==> config.mk <==
export PLATFORM = sky130hd
export DESIGN_NAME = frame_distributor
export DESIGN_NICKNAME = d
export VERILOG_FILES = /design/src/axis_pkg.sv /design/src/frame_distributor.sv
export SDC_FILE = /design/constraint.sdc
export NUM_CORES = 1
export LEC_CHECK = 0
export BUFFER_PORTS_ARGS = -buffer_cell sky130_fd_sc_hd__buf_2
export CAP_MARGIN = 5
export CORE_MARGIN = 1.5
export CORE_UTILIZATION = 24
export CTS_CLUSTER_DIAMETER = 40
export DETAILED_ROUTE_END_ITERATION = 10
export PLACE_DENSITY = 0.81
export SYNTH_ARGS = -nofsm -noshare
export SYNTH_HDL_FRONTEND = slang
export SYNTH_SLANG_ARGS = --single-unit
==> constraint.sdc <==
create_clock -name clk156 -period 1.4 [get_ports clk156]
set_input_delay 0.21 -clock clk156 [delete_from_list [all_inputs] [get_ports clk156]]
set_output_delay 0.21 -clock clk156 [all_outputs]
set_load 0.005 [all_outputs]
==> src/axis_pkg.sv <==
// ********************
// Stream-side definitions for the four-port transmit path
// Referenced by scoped name from the distributor, queues and top level
// ********************
`default_nettype none

package axis_pkg;

   // Number of transmit queues behind the distributor
   localparam int NUM_PORTS = 4;

   // ********************
   // Stream widths
   // ********************
   typedef logic [63:0] data_t;
   typedef logic [7:0]  strb_t;

   // Queue index carried on tdest
   typedef logic [$clog2(NUM_PORTS)-1:0] port_t;

   // One accepted beat as handed to a queue
   // last already includes the short-strobe end rule
   typedef struct packed {
      data_t data;
      strb_t strb;
      logic  last;
   } axis_beat_t;

endpackage

`default_nettype wire

==> src/frame_distributor.sv <==
// ********************
// Steers stream frames into one of the transmit queues
// Port is taken from tdest on the first beat and held to the end beat
// ********************
`default_nettype none

module frame_distributor (
   input  wire  logic                          clk156,
   input  wire  logic                          reset,
   input  wire  axis_pkg::data_t               tdata,
   input  wire  axis_pkg::strb_t               tstrb,
   input  wire  logic                          tvalid,
   input  wire  logic                          tlast,
   input  wire  axis_pkg::port_t               tdest,
   input  wire  logic [axis_pkg::NUM_PORTS-1:0] almost_full,
   output logic                                tready,
   output axis_pkg::axis_beat_t                beat,
   output logic [axis_pkg::NUM_PORTS-1:0]      wr_en
);

   axis_pkg::port_t cur_port;
   axis_pkg::port_t sel_port;
   logic            in_frame;
   logic            accept;
   logic            end_beat;

   // Mid-frame beats follow the latched port and first beats follow tdest
   assign sel_port = in_frame ? cur_port : tdest;
   assign tready   = ~almost_full[sel_port];
   assign accept   = tvalid & tready;

   // A short strobe ends the frame even without tlast
   assign end_beat = tlast | (tstrb != '1);

   assign beat.data = tdata;
   assign beat.strb = tstrb;
   assign beat.last = end_beat;

   always_comb begin
      wr_en = '0;
      wr_en[sel_port] = accept;
   end

   always_ff @(posedge clk156) begin
      if (reset) begin
         in_frame <= 1'b0;
      end else if (accept) begin
         in_frame <= ~end_beat;
      end
   end

   always_ff @(posedge clk156) begin
      if (accept && !in_frame) begin
         cur_port <= tdest;
      end
   end

   // Queue encoder only understands strobes of the form 0..01..1
   a_strb_contiguous : assert property (@(posedge clk156) disable iff (reset)
      accept |-> (tstrb != '0) && ((tstrb & axis_pkg::strb_t'(tstrb + 1'b1)) == '0))
      else $error("non-contiguous or empty strobe accepted");

endmodule

`default_nettype wire

==> results_dict.tcl <==
set metrics [dict create \
    die_h_um 62.7 \
    status "finished, violations left" \
    violations "negative setup slack" \
    yosysSeqAreaShare 0.0937 \
    rows 21 \
    setup-violations-final 8 \
    critPathLaunchType "register" \
    layout_commonest_cell "buf_2" \
    vias 517 \
    arrival_ps 1570 \
    cts_max_level 1 \
    antenna_found_initial 0 \
    avgViaCountPerCell 3.98 \
    grt_max_degree 7 \
    period_minus_slack_ps 1780 \
    route.detailed.drc 0 \
    p_total_mw 0.387 \
    vdd_drop_max_mv 0.133 \
    antennaDiodeCount 0 \
    slew_violations 0 \
    rsz0062_at_grt "true" \
    drt-initial-drc-count 23 \
    numCtsBuffers 3 \
    yosys-top-cells-area "buf_4 (64%), edfxtp_1 (7.0%), mux2i_1 (3.5%)" \
    fin_worst_skew_ps 5.61 \
    worst_slew_pin_slew_ps 194 \
    drive_gt1_frac 0.643 \
    p_leak_nw 0.324 \
    routedWlPerCell_um 15.6 \
    syn_nets 193 \
    endpoint_kind "output port" \
    clk_pin_slew_ps 40 \
    hold_viol 0 \
    dieArea_mm2 0.00393 \
    start_util 0.254 \
    period_share 1.27 \
    crit_type "register to output port" \
    ctsRootBufferMaster "clkbuf_4" \
    clockBufferDepth 2 \
    layout.cells.non_filler 130 \
    ctsHoldBuffers 0 \
    routed_wl_mm 2.03 \
    final_cell_mix "buf_2 (31), buf_4 (12), nor2_1 (6)" \
    synthCells 111 \
    fin_setup_tns_ps -2490 \
    cts_tree "built" \
    hpwl_mm 1.72 \
    synth_warnings 0 \
    max_cap_violations 0 \
    dp.cells 123 \
    io_buffers 31 \
    hold_depth 1 \
    gp_congestion 0.810 \
    timing.hold.ws_ps 233 \
    worstSkewPairLatency_ps 240 \
    crit_required_ps 1190 \
    yosys.cell_types.count 22 \
    setup_ws_ps -385 \
    synth_area_um2 855 \
    io_pins 160 \
    fmaxAchievable_mhz 560 \
    grt_pass1_wl_mm 2.96 \
    postRouteAntennaNets 0 \
    clock_sinks 3 \
    grt_use_total 0.101 \
    die-width_um 62.7 \
    overflow 0 \
    avgSynthCellArea_um2 7.70 \
    grt_pass1_vias 536 \
    dr.pass1.iters 4 \
    core_area_mm2 0.00336 \
    layout.nets 167 \
    synth-seq-cells 3 \
    hold_class "input port to register" \
    r2r_cells 6 \
    powerDensity_mw_per_mm2 583 \
    synth_top_area_share 0.641 \
    synth.largest_area_cell "buf_4" \
    worstPathMaxFanout 5 \
    relSlewSlack 0.871 \
    syn2layout_area_growth_pct -22.3 \
    fin_util 0.198 \
]
## cell families (layout without fill, tap and decap cells)
logic type | Yosys count | count (layout) | synth area share
DFF | 3 | 3 | 0.0937
buffers and inverters | 78 | 51 | 0.672
muxes | 3 | 3 | 0.0351
AOI/OAI and AO/OA | 6 | 6 | 0.0556
and+or+nand+nor | 21 | 21 | 0.143
## power by group
group	switching, mW	internal [mW]	leakage [nW]
registers	0.00618	0.101	0.0267
clock network	0.0464	0.107	0.0150
logic	0.0553	0.0714	0.283
## worst paths after layout
check,startpoint,to,slack (ps)
hold reg to reg,in_frame$_SDFFE_PP0P_,in_frame$_SDFFE_PP0P_,670
setup / recovery,cur_port[1]$_DFFE_PP_,wr_en[3],-380
hold / removal,tdest[0],cur_port[0]$_DFFE_PP_,230
setup reg to reg,cur_port[1]$_DFFE_PP_,in_frame$_SDFFE_PP0P_,-230
## metal layers
layer  wire length [µm]  global-route usage  vias up
li1                   -                   -      231
met1                581              0.0821      218
met2               1020               0.151       58
met3                368              0.0973       10
met4                 61              0.0722        0
met5                  0                   0        -
## synth_stat cells (all sizes together)
master,instances
a21oi,1
nand2b,1
nor2b,1
nor2,8
buf,74
nor3,1
a32oi,2
and4bb,1
edfxtp,2
or2,1
a31oi,1
o21bai,1
inv,4
a41o,1
mux2i,3
nor3b,1
or4b,1
nand2,2
dfxtp,1
nand3,2
nand4,2
## state kept, by name, summed over array words and instances (netlist names)
name and cells:
in_frame 1, cur_port 2
## final cells by class
class                           count  area (µm²)
Multi-Input combinational cell     30         240
Sequential cell                     3        80.1
Timing Repair Buffer               43         245
Inverter                            4        15.0
Clock buffer                        4        26.3
Tap cell                           46        57.6
Fill cell                         392        2700
## worst max-delay path: stages (launching register included)
cell and delay, ps:
edfxtp_1 460, and4bb_2 290, a31oi_4 160, a41o_4 260, nor2_1 50, buf_2 120
## timing repair
action | 4_1_cts | 5_1_grt
setup endpoints to repair | 8 | 8
setup buffers | 2 | 1
pin swaps | 1 | 2
cloned | 0 | 0
gates resized for setup | 1 | 4
## per-stage QoR
stage / setup WS, ps / cell area [µm²]
2_1_floorplan: -68.7 / 862
3_3_place_gp: -130 / 583
3_5_place_dp: -171 / 583
4_1_cts: -384 / 631
5_1_grt: -477 / 664
6_report: -385 / 664
No activity file was read; power rests on OpenSTA's default activity.
