==> config.mk <==
export PLATFORM = sky130hd
export DESIGN_NAME = tx_queue
export DESIGN_NICKNAME = d
export VERILOG_FILES = /design/src/axis_pkg.sv /design/src/mac_pkg.sv /design/src/tx_frame_fifo.sv /design/src/tx_queue.sv
export SDC_FILE = /design/constraint.sdc
export NUM_CORES = 2
export LEC_CHECK = 0
export BUFFER_PORTS_ARGS = -buffer_cell sky130_fd_sc_hd__buf_2
export CORE_MARGIN = 2
export CORE_UTILIZATION = 50
export DETAILED_ROUTE_END_ITERATION = 10
export PLACE_DENSITY = 0.68
export SYNTH_ARGS = -nofsm -noshare
export SYNTH_HDL_FRONTEND = slang
export SYNTH_HIERARCHICAL = 1
export SYNTH_MEMORY_MAX_BITS = 65536
export SYNTH_SLANG_ARGS = --single-unit
==> constraint.sdc <==
create_clock -name clk156 -period 7.45 [get_ports clk156]
set_input_delay 1.49 -clock clk156 [delete_from_list [all_inputs] [get_ports clk156]]
set_output_delay 1.49 -clock clk156 [all_outputs]
set_load 0.005 [all_outputs]
==> src/axis_pkg.sv <==
// ********************
// Stream-side definitions for the four-port transmit path
// Referenced by scoped name from the distributor, queues and top level
// ********************
`default_nettype none

package axis_pkg;

   // Number of transmit queues behind the distributor
   localparam int NUM_PORTS = 4;

   // ********************
   // Stream widths
   // ********************
   typedef logic [63:0] data_t;
   typedef logic [7:0]  strb_t;

   // Queue index carried on tdest
   typedef logic [$clog2(NUM_PORTS)-1:0] port_t;

   // One accepted beat as handed to a queue
   // last already includes the short-strobe end rule
   typedef struct packed {
      data_t data;
      strb_t strb;
      logic  last;
   } axis_beat_t;

endpackage

`default_nettype wire

==> src/mac_pkg.sv <==
// ********************
// MAC-side definitions for the stored FIFO word, the MAC word,
// the queue FSM states and FIFO sizing
// Referenced by scoped name from the queues and arbiter
// ********************
`default_nettype none

package mac_pkg;

   // Valid bytes minus one
   // Code 8 flags a strobe that could not be encoded
   typedef logic [3:0] byte_code_t;

   // Byte-valid mask as seen by the MAC
   typedef logic [7:0] byte_valid_t;

   // ********************
   // Queue storage sizing
   // ********************
   localparam int FIFO_DEPTH   = 64;
   localparam int AFULL_MARGIN = 16;

   typedef logic [$clog2(FIFO_DEPTH)-1:0] fifo_addr_t;
   typedef logic [6:0]                    frame_cnt_t;

   // Word held in a queue FIFO
   typedef struct packed {
      logic              eop;
      byte_code_t        code;
      axis_pkg::data_t   data;
   } fifo_word_t;

   // Word presented to the MAC
   typedef struct packed {
      axis_pkg::data_t data;
      byte_valid_t     valid;
   } mac_word_t;

   typedef enum logic [1:0] {
      IDLE,
      WAIT_FOR_ACK,
      SEND_PKT,
      IFG
   } queue_state_e;

endpackage

`default_nettype wire

==> src/tx_frame_fifo.sv <==
// ********************
// Synchronous word FIFO with first-word fall-through output
// almost_full leaves room for the words still in flight upstream
// ********************
`default_nettype none

module tx_frame_fifo (
   input  wire logic                 clk156,
   input  wire logic                 reset,
   input  wire logic                 wr_en,
   input  wire mac_pkg::fifo_word_t  wdata,
   input  wire logic                 rd_en,
   output mac_pkg::fifo_word_t       rdata,
   output logic                      empty,
   output logic                      almost_full
);

   mac_pkg::fifo_word_t mem [mac_pkg::FIFO_DEPTH];

   mac_pkg::fifo_addr_t wr_ptr;
   mac_pkg::fifo_addr_t rd_ptr;
   logic [$clog2(mac_pkg::FIFO_DEPTH):0] fill;
   logic full;

   // Head word is always visible
   assign rdata = mem[rd_ptr];

   assign empty       = (fill == '0);
   assign full        = (int'(fill) == mac_pkg::FIFO_DEPTH);
   assign almost_full = (mac_pkg::FIFO_DEPTH - int'(fill)) < mac_pkg::AFULL_MARGIN;

   always_ff @(posedge clk156) begin
      if (wr_en) begin
         mem[wr_ptr] <= wdata;
      end
   end

   // ********************
   // Pointers and fill level
   // ********************
   always_ff @(posedge clk156) begin
      if (reset) begin
         wr_ptr <= '0;
         rd_ptr <= '0;
         fill   <= '0;
      end else begin
         if (wr_en) begin
            wr_ptr <= wr_ptr + 1'b1;
         end
         if (rd_en) begin
            rd_ptr <= rd_ptr + 1'b1;
         end
         case ({wr_en, rd_en})
            2'b10:   fill <= fill + 1'b1;
            2'b01:   fill <= fill - 1'b1;
            default: fill <= fill;
         endcase
      end
   end

   a_no_overflow : assert property (@(posedge clk156) disable iff (reset)
      wr_en |-> !full)
      else $error("write into full FIFO");

   a_no_underflow : assert property (@(posedge clk156) disable iff (reset)
      rd_en |-> !empty)
      else $error("read from empty FIFO");

endmodule

`default_nettype wire

==> src/tx_queue.sv <==
// ********************
// Per-port stream to MAC converter
// Stores whole frames, requests the MAC with tx_start and plays a frame
// out one word per cycle once tx_ack arrives
// ********************
`default_nettype none

module tx_queue (
   input  wire logic                  clk156,
   input  wire logic                  reset,
   input  wire logic                  wr_en,
   input  wire axis_pkg::axis_beat_t  beat,
   input  wire logic                  tx_ack,
   output logic                       almost_full,
   output logic                       tx_start,
   output logic                       tx_active,
   output mac_pkg::mac_word_t         mac_out
);

   mac_pkg::queue_state_e state;
   mac_pkg::queue_state_e state_next;

   mac_pkg::byte_code_t   strb_code;
   mac_pkg::byte_valid_t  valid_mask;
   mac_pkg::fifo_word_t   wr_word;
   mac_pkg::fifo_word_t   rd_word;
   mac_pkg::frame_cnt_t   frame_cnt;

   logic fifo_empty;
   logic rd_en;
   logic frame_done;
   logic frame_take;

   // ********************
   // Write side
   // ********************
   always_comb begin
      case (beat.strb)
         8'h01:   strb_code = 4'h0;
         8'h03:   strb_code = 4'h1;
         8'h07:   strb_code = 4'h2;
         8'h0f:   strb_code = 4'h3;
         8'h1f:   strb_code = 4'h4;
         8'h3f:   strb_code = 4'h5;
         8'h7f:   strb_code = 4'h6;
         8'hff:   strb_code = 4'h7;
         default: strb_code = 4'h8;
      endcase
   end

   assign wr_word.eop  = beat.last;
   assign wr_word.code = strb_code;
   assign wr_word.data = beat.data;

   tx_frame_fifo u_fifo (
      .clk156      (clk156),
      .reset       (reset),
      .wr_en       (wr_en),
      .wdata       (wr_word),
      .rd_en       (rd_en),
      .rdata       (rd_word),
      .empty       (fifo_empty),
      .almost_full (almost_full)
   );

   // Complete frames waiting for the MAC
   assign frame_done = wr_en & beat.last;
   assign frame_take = (state == mac_pkg::IDLE) && (frame_cnt != '0);

   always_ff @(posedge clk156) begin
      if (reset) begin
         frame_cnt <= '0;
      end else begin
         case ({frame_done, frame_take})
            2'b10:   frame_cnt <= frame_cnt + 1'b1;
            2'b01:   frame_cnt <= frame_cnt - 1'b1;
            default: frame_cnt <= frame_cnt;
         endcase
      end
   end

   // ********************
   // Read side
   // ********************
   always_comb begin
      case (rd_word.code)
         4'h0:    valid_mask = 8'h01;
         4'h1:    valid_mask = 8'h03;
         4'h2:    valid_mask = 8'h07;
         4'h3:    valid_mask = 8'h0f;
         4'h4:    valid_mask = 8'h1f;
         4'h5:    valid_mask = 8'h3f;
         4'h6:    valid_mask = 8'h7f;
         4'h7:    valid_mask = 8'hff;
         default: valid_mask = 8'h00;
      endcase
   end

   always_comb begin
      state_next    = state;
      rd_en         = 1'b0;
      mac_out.data  = rd_word.data;
      mac_out.valid = '0;
      case (state)
         mac_pkg::IDLE: begin
            if (frame_cnt != '0) begin
               state_next = mac_pkg::WAIT_FOR_ACK;
            end
         end
         mac_pkg::WAIT_FOR_ACK: begin
            if (tx_ack) begin
               state_next = mac_pkg::SEND_PKT;
            end
         end
         mac_pkg::SEND_PKT: begin
            // One word per cycle until the stored eop
            rd_en         = 1'b1;
            mac_out.valid = valid_mask;
            if (rd_word.eop) begin
               state_next = mac_pkg::IFG;
            end
         end
         mac_pkg::IFG: begin
            state_next = mac_pkg::IDLE;
         end
         default: begin
            state_next = mac_pkg::IDLE;
         end
      endcase
   end

   always_ff @(posedge clk156) begin
      if (reset) begin
         state <= mac_pkg::IDLE;
      end else begin
         state <= state_next;
      end
   end

   assign tx_start  = (state == mac_pkg::WAIT_FOR_ACK);
   assign tx_active = (state == mac_pkg::WAIT_FOR_ACK) || (state == mac_pkg::SEND_PKT);

   // Frame counting must guarantee the whole frame is stored before sending
   a_send_not_empty : assert property (@(posedge clk156) disable iff (reset)
      (state == mac_pkg::SEND_PKT) |-> !fifo_empty)
      else $error("queue FIFO ran dry during SEND_PKT");

endmodule

`default_nettype wire

==> flow_results.org <==
** GRT
- For this run, global-route usage on met1 was measured as 39.4%.
- Via count of the first global-routing pass :: slightly above 80,000
- Antenna violations before repair :: 38
- The first global-routing pass estimated around 650,000 um of wire.
- Across every metal layer, demand over resource in global routing totals 27.4%.
- For met2 alone, demand over resource in global routing was 42.2%.
- Grt met3 use :: 5.65%
- Entering global routing, the biggest net connects 158 pins.
- Global routing's busiest layer :: met2
- GRT overflow :: 0

** STA
- Headroom to the max-slew limit came out at just over 4%.
- Setup violations remaining at the end of the flow were counted as 0.
- Subtracting the final worst setup slack from the clock period gives between 6 and 7 ns.
- Final number of hold-violating endpoints :: 0
- Transition time of the tightest slew-check pin :: roughly 1.4 ns
- Of the available clock period, the critical path in the final layout requires 90.3%.
- Peak Freq :: 149 MHz
- Setup repair after global routing left no endpoint under its margin.
- The number of slew-limit violations in the final report was 0.
- Fin Clk Skew :: 0.0765 ns
- The worst path meets setup with 0.722 ns of slack.
- Adding up every negative setup slack in the final design gives 0 ns.

** Worst hold path
- Type of the tightest min-delay check :: flip-flop to flip-flop

** Route
- Detail Route Antenna Nets :: 0
- Summed over all layers, the routed wires come to 470,000 um.
- The detailed router finished its first iteration with roughly 13,000 violations.
- In the routed design, unresolved DRC markers number 0.
- The detailed router placed 84,936 vias in this run.
- Detail-routed net length per standard cell :: about 38 um
- For this run, the detailed router's first-pass iteration total came to 6.
- Avg Vias per Cell :: 6.80

** Worst setup path
- Kind of end point of the critical path :: output pin
- The largest individual stage delay along the critical path comes from the cell sky130_fd_sc_hd__a221oi_1.
- Largest incremental delay on the critical path :: 1.12 ns
- Of all nets on the critical path, the largest fanout is 41.
- Walking the worst path, the cells encountered are buf_4 > and2_4 > buf_4 > a22o_1 > a221oi_1 > a221oi_1 > buf_2.
- The worst setup path is launched from a flip-flop.
- The critical path in this run is classified as flip-flop to output pin.
- The number of buffers and inverters on the critical path is 3.
- At the worst endpoint, the required time is 5.96 ns.
- Data on the critical path arrives at its endpoint at 5.24 ns.
- Gate family responsible for the most delay along the worst path :: compound AO/OA/AOI/OAI gates

** CTS
- Number of hold buffers added after CTS :: 0
- H-tree level count :: 5
- Clock root cell :: sky130_fd_sc_hd__clkbuf_16
- Clock slew at reported path FFs :: 0.06 ns
- Cells resized by post-CTS repair :: 0
- Counting the buffers created by CTS gives ~430.
- The clock passes through at most 4 buffers.
- Clock latency on the worst-skew pair, taken at its later pin, is 1.00 ns.
- Clock tree from TritonCTS :: built
- Number of sinks driven by the clock tree :: 4,450
- In this run the post-CTS setup repair buffer count came out at 0.

** Pwr
- Dividing total power by cell area gives a power density of 287 nW/um2.
- After layout, the design draws a total of 54.5 mW.
- In this run the static leakage power is 57.3 nW.
- Worst vdd rail ir drop :: roughly 0.31 mV

** Synthesis
- Summed instance area of the synthesized netlist :: 169,000 um2
- In the synthesized netlist, the number of instances is 7,195.
- Count of synthesis-stage warnings from yosys :: 6
- Each instance of the synthesized netlist takes up on average 23.5 um2.
- Synth Net Count :: 7,285

** Finish
- Final instance area :: 190,000 um2
- Fraction of the core area covered by cells at the end of the flow :: 56.6%
- # nets final :: 7,701
- Cells with a size suffix above 1 make up roughly 28% of the layout.
- Area growth from synthesis to layout :: 12.7%

** Placed design
- Routability-driven placement finished with a final weighted congestion of 0.796.
- Number of I/O port buffers :: 151
- OpenSTA, run right after detailed placement, puts the worst setup slack at 1.81 ns.
- Post-detail-place hpwl :: about 240,000 um
- Once placement finished, the instance area stood at 176,000 um2.

** Die
- DIE AREA :: about 340,000 um2
- Height of the chip :: between 500 and 600 um
- The initial utilization of the core area, before any placement, comes to 50.2%.
- The core region is 336,000 um2.
- Number of rows created at floorplan :: 213
- The die is between 500 and 600 um wide.
- Number of I/O pins :: between 150 and 200

** Outcome
- Run status :: completed

** Run
- The tool flagged a number of max-cap violations equal to 0.
-- routing by layer --
metal / vias to the layer above / part of all wire [%]
met5: - / 0.016
met4: 12 / 3.9
met3: 1013 / 13
met2: 6143 / 47
met1: 45704 / 37
li1: 32064 / -
-- stage by stage --
stage | cells | hold slack [ns]
after floorplan | 7195 | 0.459
after global placement | 11696 | 0.485
after detailed placement | 11696 | 0.516
after CTS | 12477 | 0.526
after global routing | 12486 | 0.552
final | 12496 | 0.538
-- final timing paths --
check                                from           to  slack (ns)  cells after the start
worst min register to register   state[1]     state[1]        0.54                      2
worst max register to register  flip-flop     state[1]        3.07                      9
worst min-delay path             state[1]     state[1]        0.54                      2
worst max-delay path            flip-flop  mac_out[20]        0.72                      7
-- flip-flops by register name, indices dropped and copies added, names as in the netlist, named ones only --
name           count
state              2
frame_cnt          7
u_fifo/wr_ptr      6
u_fifo/rd_ptr      6
u_fifo/mem      4416
u_fifo/fill        7
-- cell usage in the layout (no fill, tap or decap), types with 9 or more instances in the layout --
cell,instances
sky130_fd_sc_hd__a211oi_1,9
sky130_fd_sc_hd__a21oi_1,225
sky130_fd_sc_hd__a221oi_1,139
sky130_fd_sc_hd__a22o_1,82
sky130_fd_sc_hd__buf_12,49
sky130_fd_sc_hd__buf_2,151
sky130_fd_sc_hd__buf_4,208
sky130_fd_sc_hd__bufinv_16,50
sky130_fd_sc_hd__clkbuf_1,79
sky130_fd_sc_hd__clkbuf_16,434
sky130_fd_sc_hd__clkinv_1,100
sky130_fd_sc_hd__clkinv_2,88
sky130_fd_sc_hd__dfxtp_1,29
sky130_fd_sc_hd__diode_2,19
sky130_fd_sc_hd__edfxtp_1,4416
sky130_fd_sc_hd__ha_1,13
sky130_fd_sc_hd__inv_1,10
sky130_fd_sc_hd__mux2i_1,155
sky130_fd_sc_hd__mux4_2,1104
sky130_fd_sc_hd__nand2_1,22
sky130_fd_sc_hd__nand3_1,12
sky130_fd_sc_hd__nor2_1,77
sky130_fd_sc_hd__nor2_4,63
sky130_fd_sc_hd__nor2b_1,16
sky130_fd_sc_hd__o211a_1,25
sky130_fd_sc_hd__o21ai_0,31
sky130_fd_sc_hd__o21ai_1,32
sky130_fd_sc_hd__o221ai_1,95
sky130_fd_sc_hd__o22ai_1,86
sky130_fd_sc_hd__or3_1,10
sky130_fd_sc_hd__xor2_1,15
-- report_power, final --
group	total, mW	internal [mW]	switching, mW
Clock	21.7	12.4	9.24
Combinational	5.14	2.52	2.62
Sequential	27.7	27.6	0.122
Total	54.5	42.6	12.0
-- tightest hold or removal path: stages (launching register included) --
cell,delay [ns]
sky130_fd_sc_hd__dfxtp_1,0.35
sky130_fd_sc_hd__mux2i_1,0.08
sky130_fd_sc_hd__nor2_1,0.07
-- layout make-up --
| type | count | area [um2] |
|---|---|---|
| antenna | 19 | 47.5 |
| clock buffer | 514 | 11200 |
| clock inverter | 267 | 2780 |
| fill | 24206 | 146000 |
| inverter | 11 | 41.3 |
| multi-input combinational | 2312 | 34000 |
| sequential | 4450 | 133000 |
| tap | 4515 | 5650 |
| timing repair buffer | 408 | 3300 |
Power figures use the tool's default switching activity.
