==> src/axis_pkg.sv <==
// ********************
// Stream-side definitions for the four-port transmit path
// Referenced by scoped name from the distributor, queues and top level
// ********************
`default_nettype none

package axis_pkg;

   // Number of transmit queues behind the distributor
   localparam int NUM_PORTS = 4;

   // ********************
   // Stream widths
   // ********************
   typedef logic [63:0] data_t;
   typedef logic [7:0]  strb_t;

   // Queue index carried on tdest
   typedef logic [$clog2(NUM_PORTS)-1:0] port_t;

   // One accepted beat as handed to a queue
   // last already includes the short-strobe end rule
   typedef struct packed {
      data_t data;
      strb_t strb;
      logic  last;
   } axis_beat_t;

endpackage

`default_nettype wire

==> src/mac_pkg.sv <==
// ********************
// MAC-side definitions for the stored FIFO word, the MAC word,
// the queue FSM states and FIFO sizing
// Referenced by scoped name from the queues and arbiter
// ********************
`default_nettype none

package mac_pkg;

   // Valid bytes minus one
   // Code 8 flags a strobe that could not be encoded
   typedef logic [3:0] byte_code_t;

   // Byte-valid mask as seen by the MAC
   typedef logic [7:0] byte_valid_t;

   // ********************
   // Queue storage sizing
   // ********************
   localparam int FIFO_DEPTH   = 64;
   localparam int AFULL_MARGIN = 16;

   typedef logic [$clog2(FIFO_DEPTH)-1:0] fifo_addr_t;
   typedef logic [6:0]                    frame_cnt_t;

   // Word held in a queue FIFO
   typedef struct packed {
      logic              eop;
      byte_code_t        code;
      axis_pkg::data_t   data;
   } fifo_word_t;

   // Word presented to the MAC
   typedef struct packed {
      axis_pkg::data_t data;
      byte_valid_t     valid;
   } mac_word_t;

   typedef enum logic [1:0] {
      IDLE,
      WAIT_FOR_ACK,
      SEND_PKT,
      IFG
   } queue_state_e;

endpackage

`default_nettype wire

==> src/mac_tx_arbiter.sv <==
// ********************
// Round-robin owner of the single MAC interface
// One queue at a time sees tx_ack and drives tx_data
// ********************
`default_nettype none

module mac_tx_arbiter (
   input  wire logic                           clk156,
   input  wire logic                           reset,
   input  wire logic [axis_pkg::NUM_PORTS-1:0] q_start,
   input  wire logic [axis_pkg::NUM_PORTS-1:0] q_active,
   input  wire mac_pkg::mac_word_t             q_word [axis_pkg::NUM_PORTS],
   input  wire logic                           tx_ack,
   output logic [axis_pkg::NUM_PORTS-1:0]      q_ack,
   output logic                                tx_start,
   output axis_pkg::data_t                     tx_data,
   output mac_pkg::byte_valid_t                tx_data_valid,
   output axis_pkg::port_t                     tx_port
);

   logic            grant_valid;
   axis_pkg::port_t grant_idx;
   axis_pkg::port_t rr_ptr;
   logic            next_found;
   axis_pkg::port_t next_idx;

   // First requester at or after the round-robin pointer
   always_comb begin
      axis_pkg::port_t cand;
      next_found = 1'b0;
      next_idx   = rr_ptr;
      for (int i = 0; i < axis_pkg::NUM_PORTS; i++) begin
         cand = axis_pkg::port_t'((int'(rr_ptr) + i) % axis_pkg::NUM_PORTS);
         if (!next_found && q_start[cand]) begin
            next_found = 1'b1;
            next_idx   = cand;
         end
      end
   end

   always_ff @(posedge clk156) begin
      if (reset) begin
         grant_valid <= 1'b0;
         grant_idx   <= '0;
         rr_ptr      <= '0;
      end else if (!grant_valid) begin
         if (next_found) begin
            grant_valid <= 1'b1;
            grant_idx   <= next_idx;
         end
      end else if (!q_active[grant_idx]) begin
         // Served port goes to the back of the line
         grant_valid <= 1'b0;
         rr_ptr      <= axis_pkg::port_t'((int'(grant_idx) + 1) % axis_pkg::NUM_PORTS);
      end
   end

   always_comb begin
      q_ack = '0;
      q_ack[grant_idx] = grant_valid & tx_ack;
   end

   assign tx_start      = grant_valid & q_start[grant_idx];
   assign tx_data       = q_word[grant_idx].data;
   assign tx_data_valid = grant_valid ? q_word[grant_idx].valid : '0;
   assign tx_port       = grant_idx;

   // MAC must only acknowledge a pending request
   a_ack_with_start : assert property (@(posedge clk156) disable iff (reset)
      tx_ack |-> tx_start)
      else $error("tx_ack without tx_start");

endmodule

`default_nettype wire

==> config.mk <==
export PLATFORM = sky130hd
export DESIGN_NAME = mac_tx_arbiter
export DESIGN_NICKNAME = d
export VERILOG_FILES = /design/src/axis_pkg.sv /design/src/mac_pkg.sv /design/src/mac_tx_arbiter.sv
export SDC_FILE = /design/constraint.sdc
export NUM_CORES = 1
export LEC_CHECK = 0
export ABC_AREA = 1
export BUFFER_PORTS_ARGS = -buffer_cell sky130_fd_sc_hd__buf_2
export CORE_AREA = 2 2 146 148
export CTS_CLUSTER_DIAMETER = 40
export DETAILED_ROUTE_END_ITERATION = 10
export DIE_AREA = 0 0 148 150
export PLACE_DENSITY = 0.42
export SLEW_MARGIN = 20
export SYNTH_ARGS = -nofsm -noshare
export SYNTH_HDL_FRONTEND = slang
export SYNTH_SLANG_ARGS = --single-unit
==> constraint.sdc <==
create_clock -name clk156 -period 1.8 [get_ports clk156]
set_input_delay 0.36 -clock clk156 [delete_from_list [all_inputs] [get_ports clk156]]
set_output_delay 0.36 -clock clk156 [all_outputs]
set_load 0.05 [all_outputs]
==> impl_metrics.yaml, run 1 <==
outcome:
  outcome: "complete, but fails checks"
  violations: "setup timing"
worst_setup_path:
  reg2reg_depth: 6
  ff2ff_setup_slack_ns: 0.23
  required_ns: 1.44
  regToRegEndpoint: "rr_ptr[1]"
  critical_path_class: "reg -> out"
  arrival_ns: 1.56
  cp-endpoint: "tx_data_valid[5]"
  crit_buf_inv: 2
  timing.critical_path.cells: "buf_4 > nor2_1 > nor2_1 > o21ai_1 > a21oi_4 > buf_4"
  cp_slowest_cell: "dfxtp_4"
  path_delay_family: "flip-flops"
  worstSetupStartpointType: "flip-flop"
  end_kind: "output pin"
  crit_start: "tx_port[0]"
  crit_fanout: 10
  worstReg2RegStart: "tx_port[0]"
  cp.depth: 6
  cp_slowest_stage_delay_ns: 0.43
finish:
  register_area_um2: 108
  mostFrequentLayoutCell: "buf_2"
  drive_gt1_frac: 0.618
  final.fill_count: 2311
  syn_to_final_growth_pct: 161
  layout_common_cells: "buf_2 (300), nor2_1 (156), o21ai_1 (79)"
  final_cells: 1169
  multi_input_area_mm2: 0.00336
  fin_nets: 1195
clock_tree:
  root_buffer: "clkbuf_16"
  cts_tree: "built"
  cts.hold.buffers_added: 0
  clkSlewWorstSetupHoldPaths_ns: 0.03
  clock-sinks: 5
  clockBufferDepth: 2
  numCtsBuffers: 3
  htree_levels: 1
  insertion_delay_ns: 0.23
route:
  ant_nets: 0
  wl_per_cell_um: 15.5
  drc_errors: 0
  via_per_inst: 4.40
  first_iter_violations: 148
  routed_wl_um: 18200
  vias: 5138
  firstDrtPassIters: 4
grt:
  grt_usage: 0.150
  grt_pass1_wl_um: 27000
  grt_antenna_before_repair: 4
  grt_max_degree: 44
  grt_pass1_vias: 5191
  grt-ovfl-total: 0
synth:
  synth.area.mux_share: 0
  syn_avg_cell_area_um2: 4.90
  synth_compound_area_frac: 0.488
  ys_types: 25
  synth_top_family_by_area: "compound AO/OA/AOI/OAI gates"
  ys_seq_area_frac: 0.0388
  yosys.area_share.simple: 0.353
  synth_nets: 829
  synth_top_area_cell: "o21ai_0"
  synth_top_area_frac: 0.291
  ys.warnings.count: 0
  netlist_instances: 526
  synth_xor_area_frac: 0
  synth_fa_ha_area_frac: 0.0194
  ys_ff_latch: 5
  synth_area_mm2: 0.00258
  yosys-top-cells-area: "o21ai_0 (29%), nor2_1 (25%), o22ai_1 (16%)"
timing:
  rsz0062_at_grt: "yes"
  post-route-min-period_ns: 1.92
  setup_ws_ns: -0.116
  clock_skew_ns: 0.000271
  finalSetupViolations: 57
  relSlewSlack: 0.741
  period_share: 1.06
  worstMarginPinSlew_ns: 0.389
  slew_viol_final: 0
  hold_viol: 0
  max_freq_mhz: 522
floorplanning:
  initial_core_util: 0.125
  design.die.area_mm2: 0.0222
  core_mm2: 0.0207
  dieHeight_um: 150
  die_width_um: 148
  ios: 378
  rows: 53
flow_run:
  max-cap-violations: 0
pwr:
  powerDensity_mw_per_mm2: 2520
  p_leak_uw: 0.00302
  peakVddDrop_v: 0.000700
  total_power_uw: 16900
placed_design:
  globalplace.congestion: 0.794
  hpwl_um: 14900
  placed_cells: 1160
  io_buffers: 377
hold_path:
  hold_class: "in -> reg"
state kept, by name, summed over array words and instances (netlist names):
signal and flops:
tx_port 2, rr_ptr 2, grant_valid 1
where the power goes:
part	leakage (µW)	total (µW)	internal (µW)	switching, µW
Clock	0.0000382	370	294	75.8
Sequential	0.0000427	305	177	128
Combinational	0.00294	16300	6060	10200
worst min-delay path by stage:
stage / cells past startpoint / from / slack [ns] / to
finish: 2 / reset / 0.30 / tx_port[1]
global placement: 2 / reset / 0.53 / tx_port[1]
global route: 2 / reset / 0.31 / tx_port[1]
detailed placement: 2 / reset / 0.53 / tx_port[1]
CTS: 2 / reset / 0.30 / tx_port[1]
floorplan: 1 / reset / 0.41 / tx_port[1]
cells in the mapped netlist:
cell,count
a21oi_1,13
buf_4,2
nor2_1,171
inv_1,11
buf_2,6
buf_1,2
inv_2,1
nand3_2,2
o22ai_1,64
nand2_1,30
clkbuf_1,38
o21ai_0,150
nor2_8,1
dfxtp_1,5
clkinv_1,1
nand2_2,11
inv_4,1
a21oi_2,1
nand2_4,1
buf_6,1
o221ai_1,1
ha_1,4
nand3_1,7
o211ai_1,1
o21ai_4,1
routing by layer:
layer  wire length, µm  share of wire  track usage  up-vias
li1                  -              -            -     2580
met1              7090           0.39        0.181     2316
met2              9480           0.52        0.277      216
met3              1310          0.072       0.0299       24
met4               269          0.015       0.0262        2
met5                13        0.00072            0        -
per-stage QoR:
stage	setup TNS [ns]	area, µm²	utilization	hold WS (ns)	setup slack (ns)
3_3_place_gp	-0.0624	6000	0.290	0.533	-0.0496
6_report	-2.59	6730	0.325	0.296	-0.116
2_1_floorplan	-0.361	3600	-	0.413	-0.0163
3_5_place_dp	-0.101	6000	0.290	0.533	-0.0768
5_1_grt	-7.41	6730	0.325	0.315	-0.186
4_1_cts	-4.59	6490	0.314	0.295	-0.172
layout make-up:
type	instances	area share
Antenna cell	3	0.00112
Clock buffer	4	0.0117
Inverter	14	0.00929
Multi-Input combinational cell	458	0.499
Sequential cell	5	0.0160
Tap cell	275	0.0511
Timing Repair Buffer	410	0.412
kinds of logic after synthesis:
family | Yosys count
AND/OR/NAND/NOR | 223
flip-flops | 5
buffers and inverters | 63
adder cells (fa/ha/maj) | 4
AO/OA/AOI/OAI | 231
timing repair:
action | CTS | global route
setup endpoints to repair | 77 | 77
gates cloned | 0 | 1
setup buffers | 0 | 1
endpoints found under the hold margin | 0 | 0
resized for setup | 212 | 86
Note: power is estimated with default switching activity, not from simulation.
==> run 2, diff against run 1 <==
==> constraint.sdc (replaced) <==
create_clock -name clk156 -period 1.8 [get_ports clk156]
set_input_delay 0.09 -clock clk156 [delete_from_list [all_inputs] [get_ports clk156]]
set_output_delay 0.09 -clock clk156 [all_outputs]
set_load 0.05 [all_outputs]
==> run 2 against run 1 <==
Against the previous run:
- the flow now finishes without violations
- combinational power shrank 23%
- total power down 22%
- register-to-register slack better by 0.06 ns
==> impl_metrics.yaml, run 2 (synthesis gave the netlist of run 1 again) <==
grt:
  grt_max_degree: 65
  grt_antenna_before_repair: 0
  grt_usage: 0.139
  grt_pass1_vias: 4734
  grt-ovfl-total: 0
  grt_pass1_wl_um: 25000
timing:
  hold_viol: 0
  finalSetupViolations: 0
  period_share: 0.960
  setup_ws_ns: 0.0727
  clock_skew_ns: 0.000322
  relSlewSlack: 0.669
  slew_viol_final: 0
  worstMarginPinSlew_ns: 0.492
  rsz0062_at_grt: "yes"
  setup_tns_ns: 0
  max_freq_mhz: 579
  post-route-min-period_ns: 1.73
worst_setup_path:
  worstReg2RegStart: "tx_port[1]"
  path_delay_family: "buffers and inverters"
  ff2ff_setup_slack_ns: 0.29
  cp_slowest_cell: "dfxtp_4"
  critical_path_class: "reg -> out"
  reg2reg_depth: 6
  arrival_ns: 1.64
  cp.depth: 6
  end_kind: "output pin"
  crit_fanout: 47
  crit_buf_inv: 2
  critPathMostFrequentCell: "nor2_1"
  cp_slowest_stage_delay_ns: 0.43
  cp-endpoint: "tx_data_valid[7]"
  regToRegEndpoint: "rr_ptr[1]"
  crit_start: "tx_port[0]"
  worstSetupStartpointType: "flip-flop"
  required_ns: 1.71
  timing.critical_path.cells: "buf_12 > nor2_1 > nor2_1 > o21ai_0 > a21oi_2 > clkbuf_4"
clock_tree:
  clockBufferDepth: 2
  htree_levels: 1
  insertion_delay_ns: 0.22
  post-cts-setup-buffers: 0
  clkSlewWorstSetupHoldPaths_ns: 0.03
  cts_tree: "built"
  root_buffer: "clkbuf_16"
  numCtsBuffers: 3
  clock-sinks: 5
route:
  first_iter_violations: 158
  drc_errors: 0
  via_per_inst: 4.31
  vias: 4945
  wl_per_cell_um: 14.7
  routed_wl_um: 16900
  ant_nets: 0
  firstDrtPassIters: 4
outcome:
  outcome: "complete, no violations"
floorplanning:
  initial_core_util: 0.125
  die_width_um: 148
  design.die.area_mm2: 0.0222
  dieHeight_um: 150
  core_mm2: 0.0207
  ios: 378
  rows: 53
finish:
  fin_nets: 1176
  mostFrequentLayoutCell: "buf_2"
  final_area_mm2: 0.00562
  layout_common_cells: "buf_2 (369), nor2_1 (168), o21ai_0 (147)"
  n_antenna_cell: 0
  drive_gt1_frac: 0.565
  syn_to_final_growth_pct: 118
  fin_util: 0.272
pwr:
  powerDensity_mw_per_mm2: 2360
  p_leak_uw: 0.00272
  peakVddDrop_v: 0.000822
flow_run:
  max-cap-violations: 0
placed_design:
  hpwl_um: 13800
  globalplace.congestion: 0.798
  dp_slack_ns: 0.209
  io_buffers: 377
  place_area_mm2: 0.00551
hold_path:
  hold_class: "in -> reg"
[run 2: through the flow]
step                hold slack (ns)  instances  total power (µW)
floorplan                     0.145        526              9930
global placement              0.287       1143             13100
detailed placement            0.283       1143             13000
CTS                          0.0493       1147             13400
global route                 0.0548       1147             14200
finish                       0.0583       1147             13300
[run 2: timing repair]
action                     in CTS  in global routing
setup endpoints to repair       2                  8
gates resized for setup         2                 14
pin swaps                       0                  1
hold buffers                    0                  0
[run 2: layout make-up]
type / instances / area (µm²)
clock buffer: 4 / 78.8
fill: 2372 / 15100
inverter: 14 / 57.6
multi-input combinational: 458 / 2890
sequential: 5 / 105
tap: 275 / 344
timing repair buffer: 391 / 2150
[run 2: worst min-delay path by stage]
stage / startpoint / depth (start not counted) / endpoint
after floorplan: reset / 1 / tx_port[1]
after global placement: reset / 2 / tx_port[1]
after detailed placement: reset / 2 / tx_port[1]
after CTS: reset / 2 / tx_port[1]
after global routing: reset / 2 / tx_port[1]
final: reset / 2 / tx_port[1]
[run 2: power by group]
group / total, µW / switching [µW] / internal [µW]
logic: 12600 / 9000 / 3620
registers: 290 / 118 / 173
clock network: 362 / 68.8 / 293
total: 13300 / 9190 / 4080
[run 2: layer usage]
layer | share of wire | up-vias | GRT usage
li1 | - | 2515 | -
met1 | 0.40 | 2187 | 0.169
met2 | 0.51 | 235 | 0.260
met3 | 0.082 | 8 | 0.0229
met4 | 0.0075 | 0 | 0.0205
met5 | 0 | - | 0
[run 2: worst register-to-register path, cell delays in order, from the launching register on]
cell and delay [ns]:
dfxtp_2 0.35, inv_2 0.11, buf_12 0.24, o21ai_0 0.14
o221ai_1 0.36, o21ai_0 0.13, a21oi_1 0.12
==> run 3, diff against run 2 <==
--- a/config.mk
+++ b/config.mk
@@ -8,6 +8,7 @@
 export ABC_AREA = 1
 export BUFFER_PORTS_ARGS = -buffer_cell sky130_fd_sc_hd__buf_2
 export CORE_AREA = 2 2 146 148
+export CTS_BUF_LIST = sky130_fd_sc_hd__clkbuf_8
 export CTS_CLUSTER_DIAMETER = 40
 export DETAILED_ROUTE_END_ITERATION = 10
 export DIE_AREA = 0 0 148 150
==> run 3 against run 2 <==
Against the previous run:
- die area unchanged
- worst hold slack about the same
- clock power down 43%
- sequential share of layout area about the same
- critical path depth unchanged
- flip-flop and latch count unchanged
- total power down 1.1%
- via count up 0.53%
- count of clock-buffer cells in the layout down 1
- fmax about the same
- combinational power about the same
- critical path type unchanged
==> impl_metrics.yaml, run 3 (synthesis gave the netlist of run 1 again) <==
route:
  via_per_inst: 4.33
  firstDrtPassIters: 4
  routed_wl_um: 16900
  wl_per_cell_um: 14.7
  vias: 4971
  drc_errors: 0
  ant_nets: 0
  first_iter_violations: 149
finish:
  fin_nets: 1176
  final.fill_count: 2380
  syn_to_final_growth_pct: 117
  fin_util: 0.270
  drive_gt1_frac: 0.565
  mostFrequentLayoutCell: "buf_2"
  final_cells: 1147
  n_antenna_cell: 0
  layout_common_cells: "buf_2 (368), nor2_1 (168), o21ai_0 (147)"
timing:
  setup_tns_ns: 0
  finalSetupViolations: 0
  slew_viol_final: 0
  clock_skew_ns: 0.000165
  hold_ws_ns: 0.0581
  post-route-min-period_ns: 1.73
  rsz0062_at_grt: "yes"
  max_freq_mhz: 578
  period_share: 0.960
  relSlewSlack: 0.669
  hold_viol: 0
  worstMarginPinSlew_ns: 0.491
floorplanning:
  dieHeight_um: 150
  core_mm2: 0.0207
  initial_core_util: 0.125
  die_width_um: 148
  rows: 53
  design.die.area_mm2: 0.0222
  ios: 378
clock_tree:
  htree_levels: 1
  insertion_delay_ns: 0.22
  numCtsBuffers: 3
  root_buffer: "clkbuf_8"
  clockBufferDepth: 2
  clock-sinks: 5
  clkSlewWorstSetupHoldPaths_ns: 0.04
  cts_tree: "built"
placed_design:
  globalplace.congestion: 0.798
  hpwl_um: 13800
  io_buffers: 377
  placed_cells: 1143
pwr:
  powerDensity_mw_per_mm2: 2350
  peakVddDrop_v: 0.000823
  p_leak_uw: 0.00271
  total_power_uw: 13100
worst_setup_path:
  cp_slowest_stage_delay_ns: 0.43
  worstSetupStartpointType: "flip-flop"
  required_ns: 1.71
  timing.critical_path.cells: "buf_12 > nor2_1 > nor2_1 > o21ai_0 > a21oi_2 > clkbuf_4"
  end_kind: "output pin"
  path_delay_family: "buffers and inverters"
  arrival_ns: 1.64
  crit_fanout: 47
  critical_path_class: "reg -> out"
  cp_slowest_cell: "dfxtp_4"
  crit_buf_inv: 2
  critPathMostFrequentCell: "nor2_1"
hold_path:
  hold_class: "in -> reg"
flow_run:
  max-cap-violations: 0
grt:
  grt_pass1_wl_um: 25000
  grt_max_degree: 65
  grt_antenna_before_repair: 0
  grt-ovfl-total: 0
  grt_usage: 0.139
  grt_pass1_vias: 4739
outcome:
  outcome: "complete, no violations"
## run 3: cell count changes in the layout (fill, tap and decap cells not counted), sizes merged
cell,change
inv,+1
buf,-1
## run 3: area by class of cell
type	count	area [µm²]	area share
well taps	275	344	0.0615
clock buffers	3	41.3	0.00738
clock inverters	1	3.75	0.000671
multi-input cells	458	2890	0.516
repair buffers	391	2150	0.385
flip-flops and latches	5	105	0.0188
inverters	14	57.6	0.0103
## run 3: power breakdown
group / leakage, µW / internal (µW) / switching (µW) / total, µW
clock network: 0.0000269 / 146 / 58.9 / 205
logic: 0.00264 / 3620 / 9010 / 12600
registers: 0.0000424 / 173 / 118 / 290
## run 3: final timing paths
path	from	endpoint	slack, ns	cells past startpoint
min reg2reg	rr_ptr[0]	rr_ptr[0]	0.60	2
max reg2reg	tx_port[1]	rr_ptr[1]	0.30	6
max	tx_port[0]	tx_data_valid[7]	0.07	6
min	reset	tx_port[1]	0.06	2
## run 3: metrics by stage
step           worst slack [ns]  instance area [µm²]
3_3_place_gp              0.215                 5510
3_5_place_dp              0.209                 5510
5_1_grt                 -0.0103                 5590
4_1_cts                  0.0315                 5560
2_1_floorplan          -0.00321                 3250
6_report                 0.0712                 5590
## run 3: worst reg2reg max path, stage by stage, from the launching register on
cell and delay, ns:
dfxtp_2 0.35, inv_2 0.11, buf_12 0.24, o21ai_0 0.14
o221ai_1 0.35, o21ai_0 0.13, a21oi_1 0.12
## run 3: layer usage
layer / wire length, µm / GRT usage / vias to the layer above / part of all wire
met5: 0 / 0 / - / 0
met4: 178 / 0.0219 / 0 / 0.011
met3: 1290 / 0.0220 / 17 / 0.076
met2: 8650 / 0.260 / 238 / 0.51
met1: 6790 / 0.170 / 2201 / 0.40
li1: - / - / 2515 / -
## run 3: repair_timing
action | in CTS | in global routing
pin swaps | 0 | 1
hold buffers | 0 | 0
setup endpoints to repair | 2 | 9
gates resized for setup | 2 | 15
setup buffers | 0 | 0
gates cloned | 0 | 0
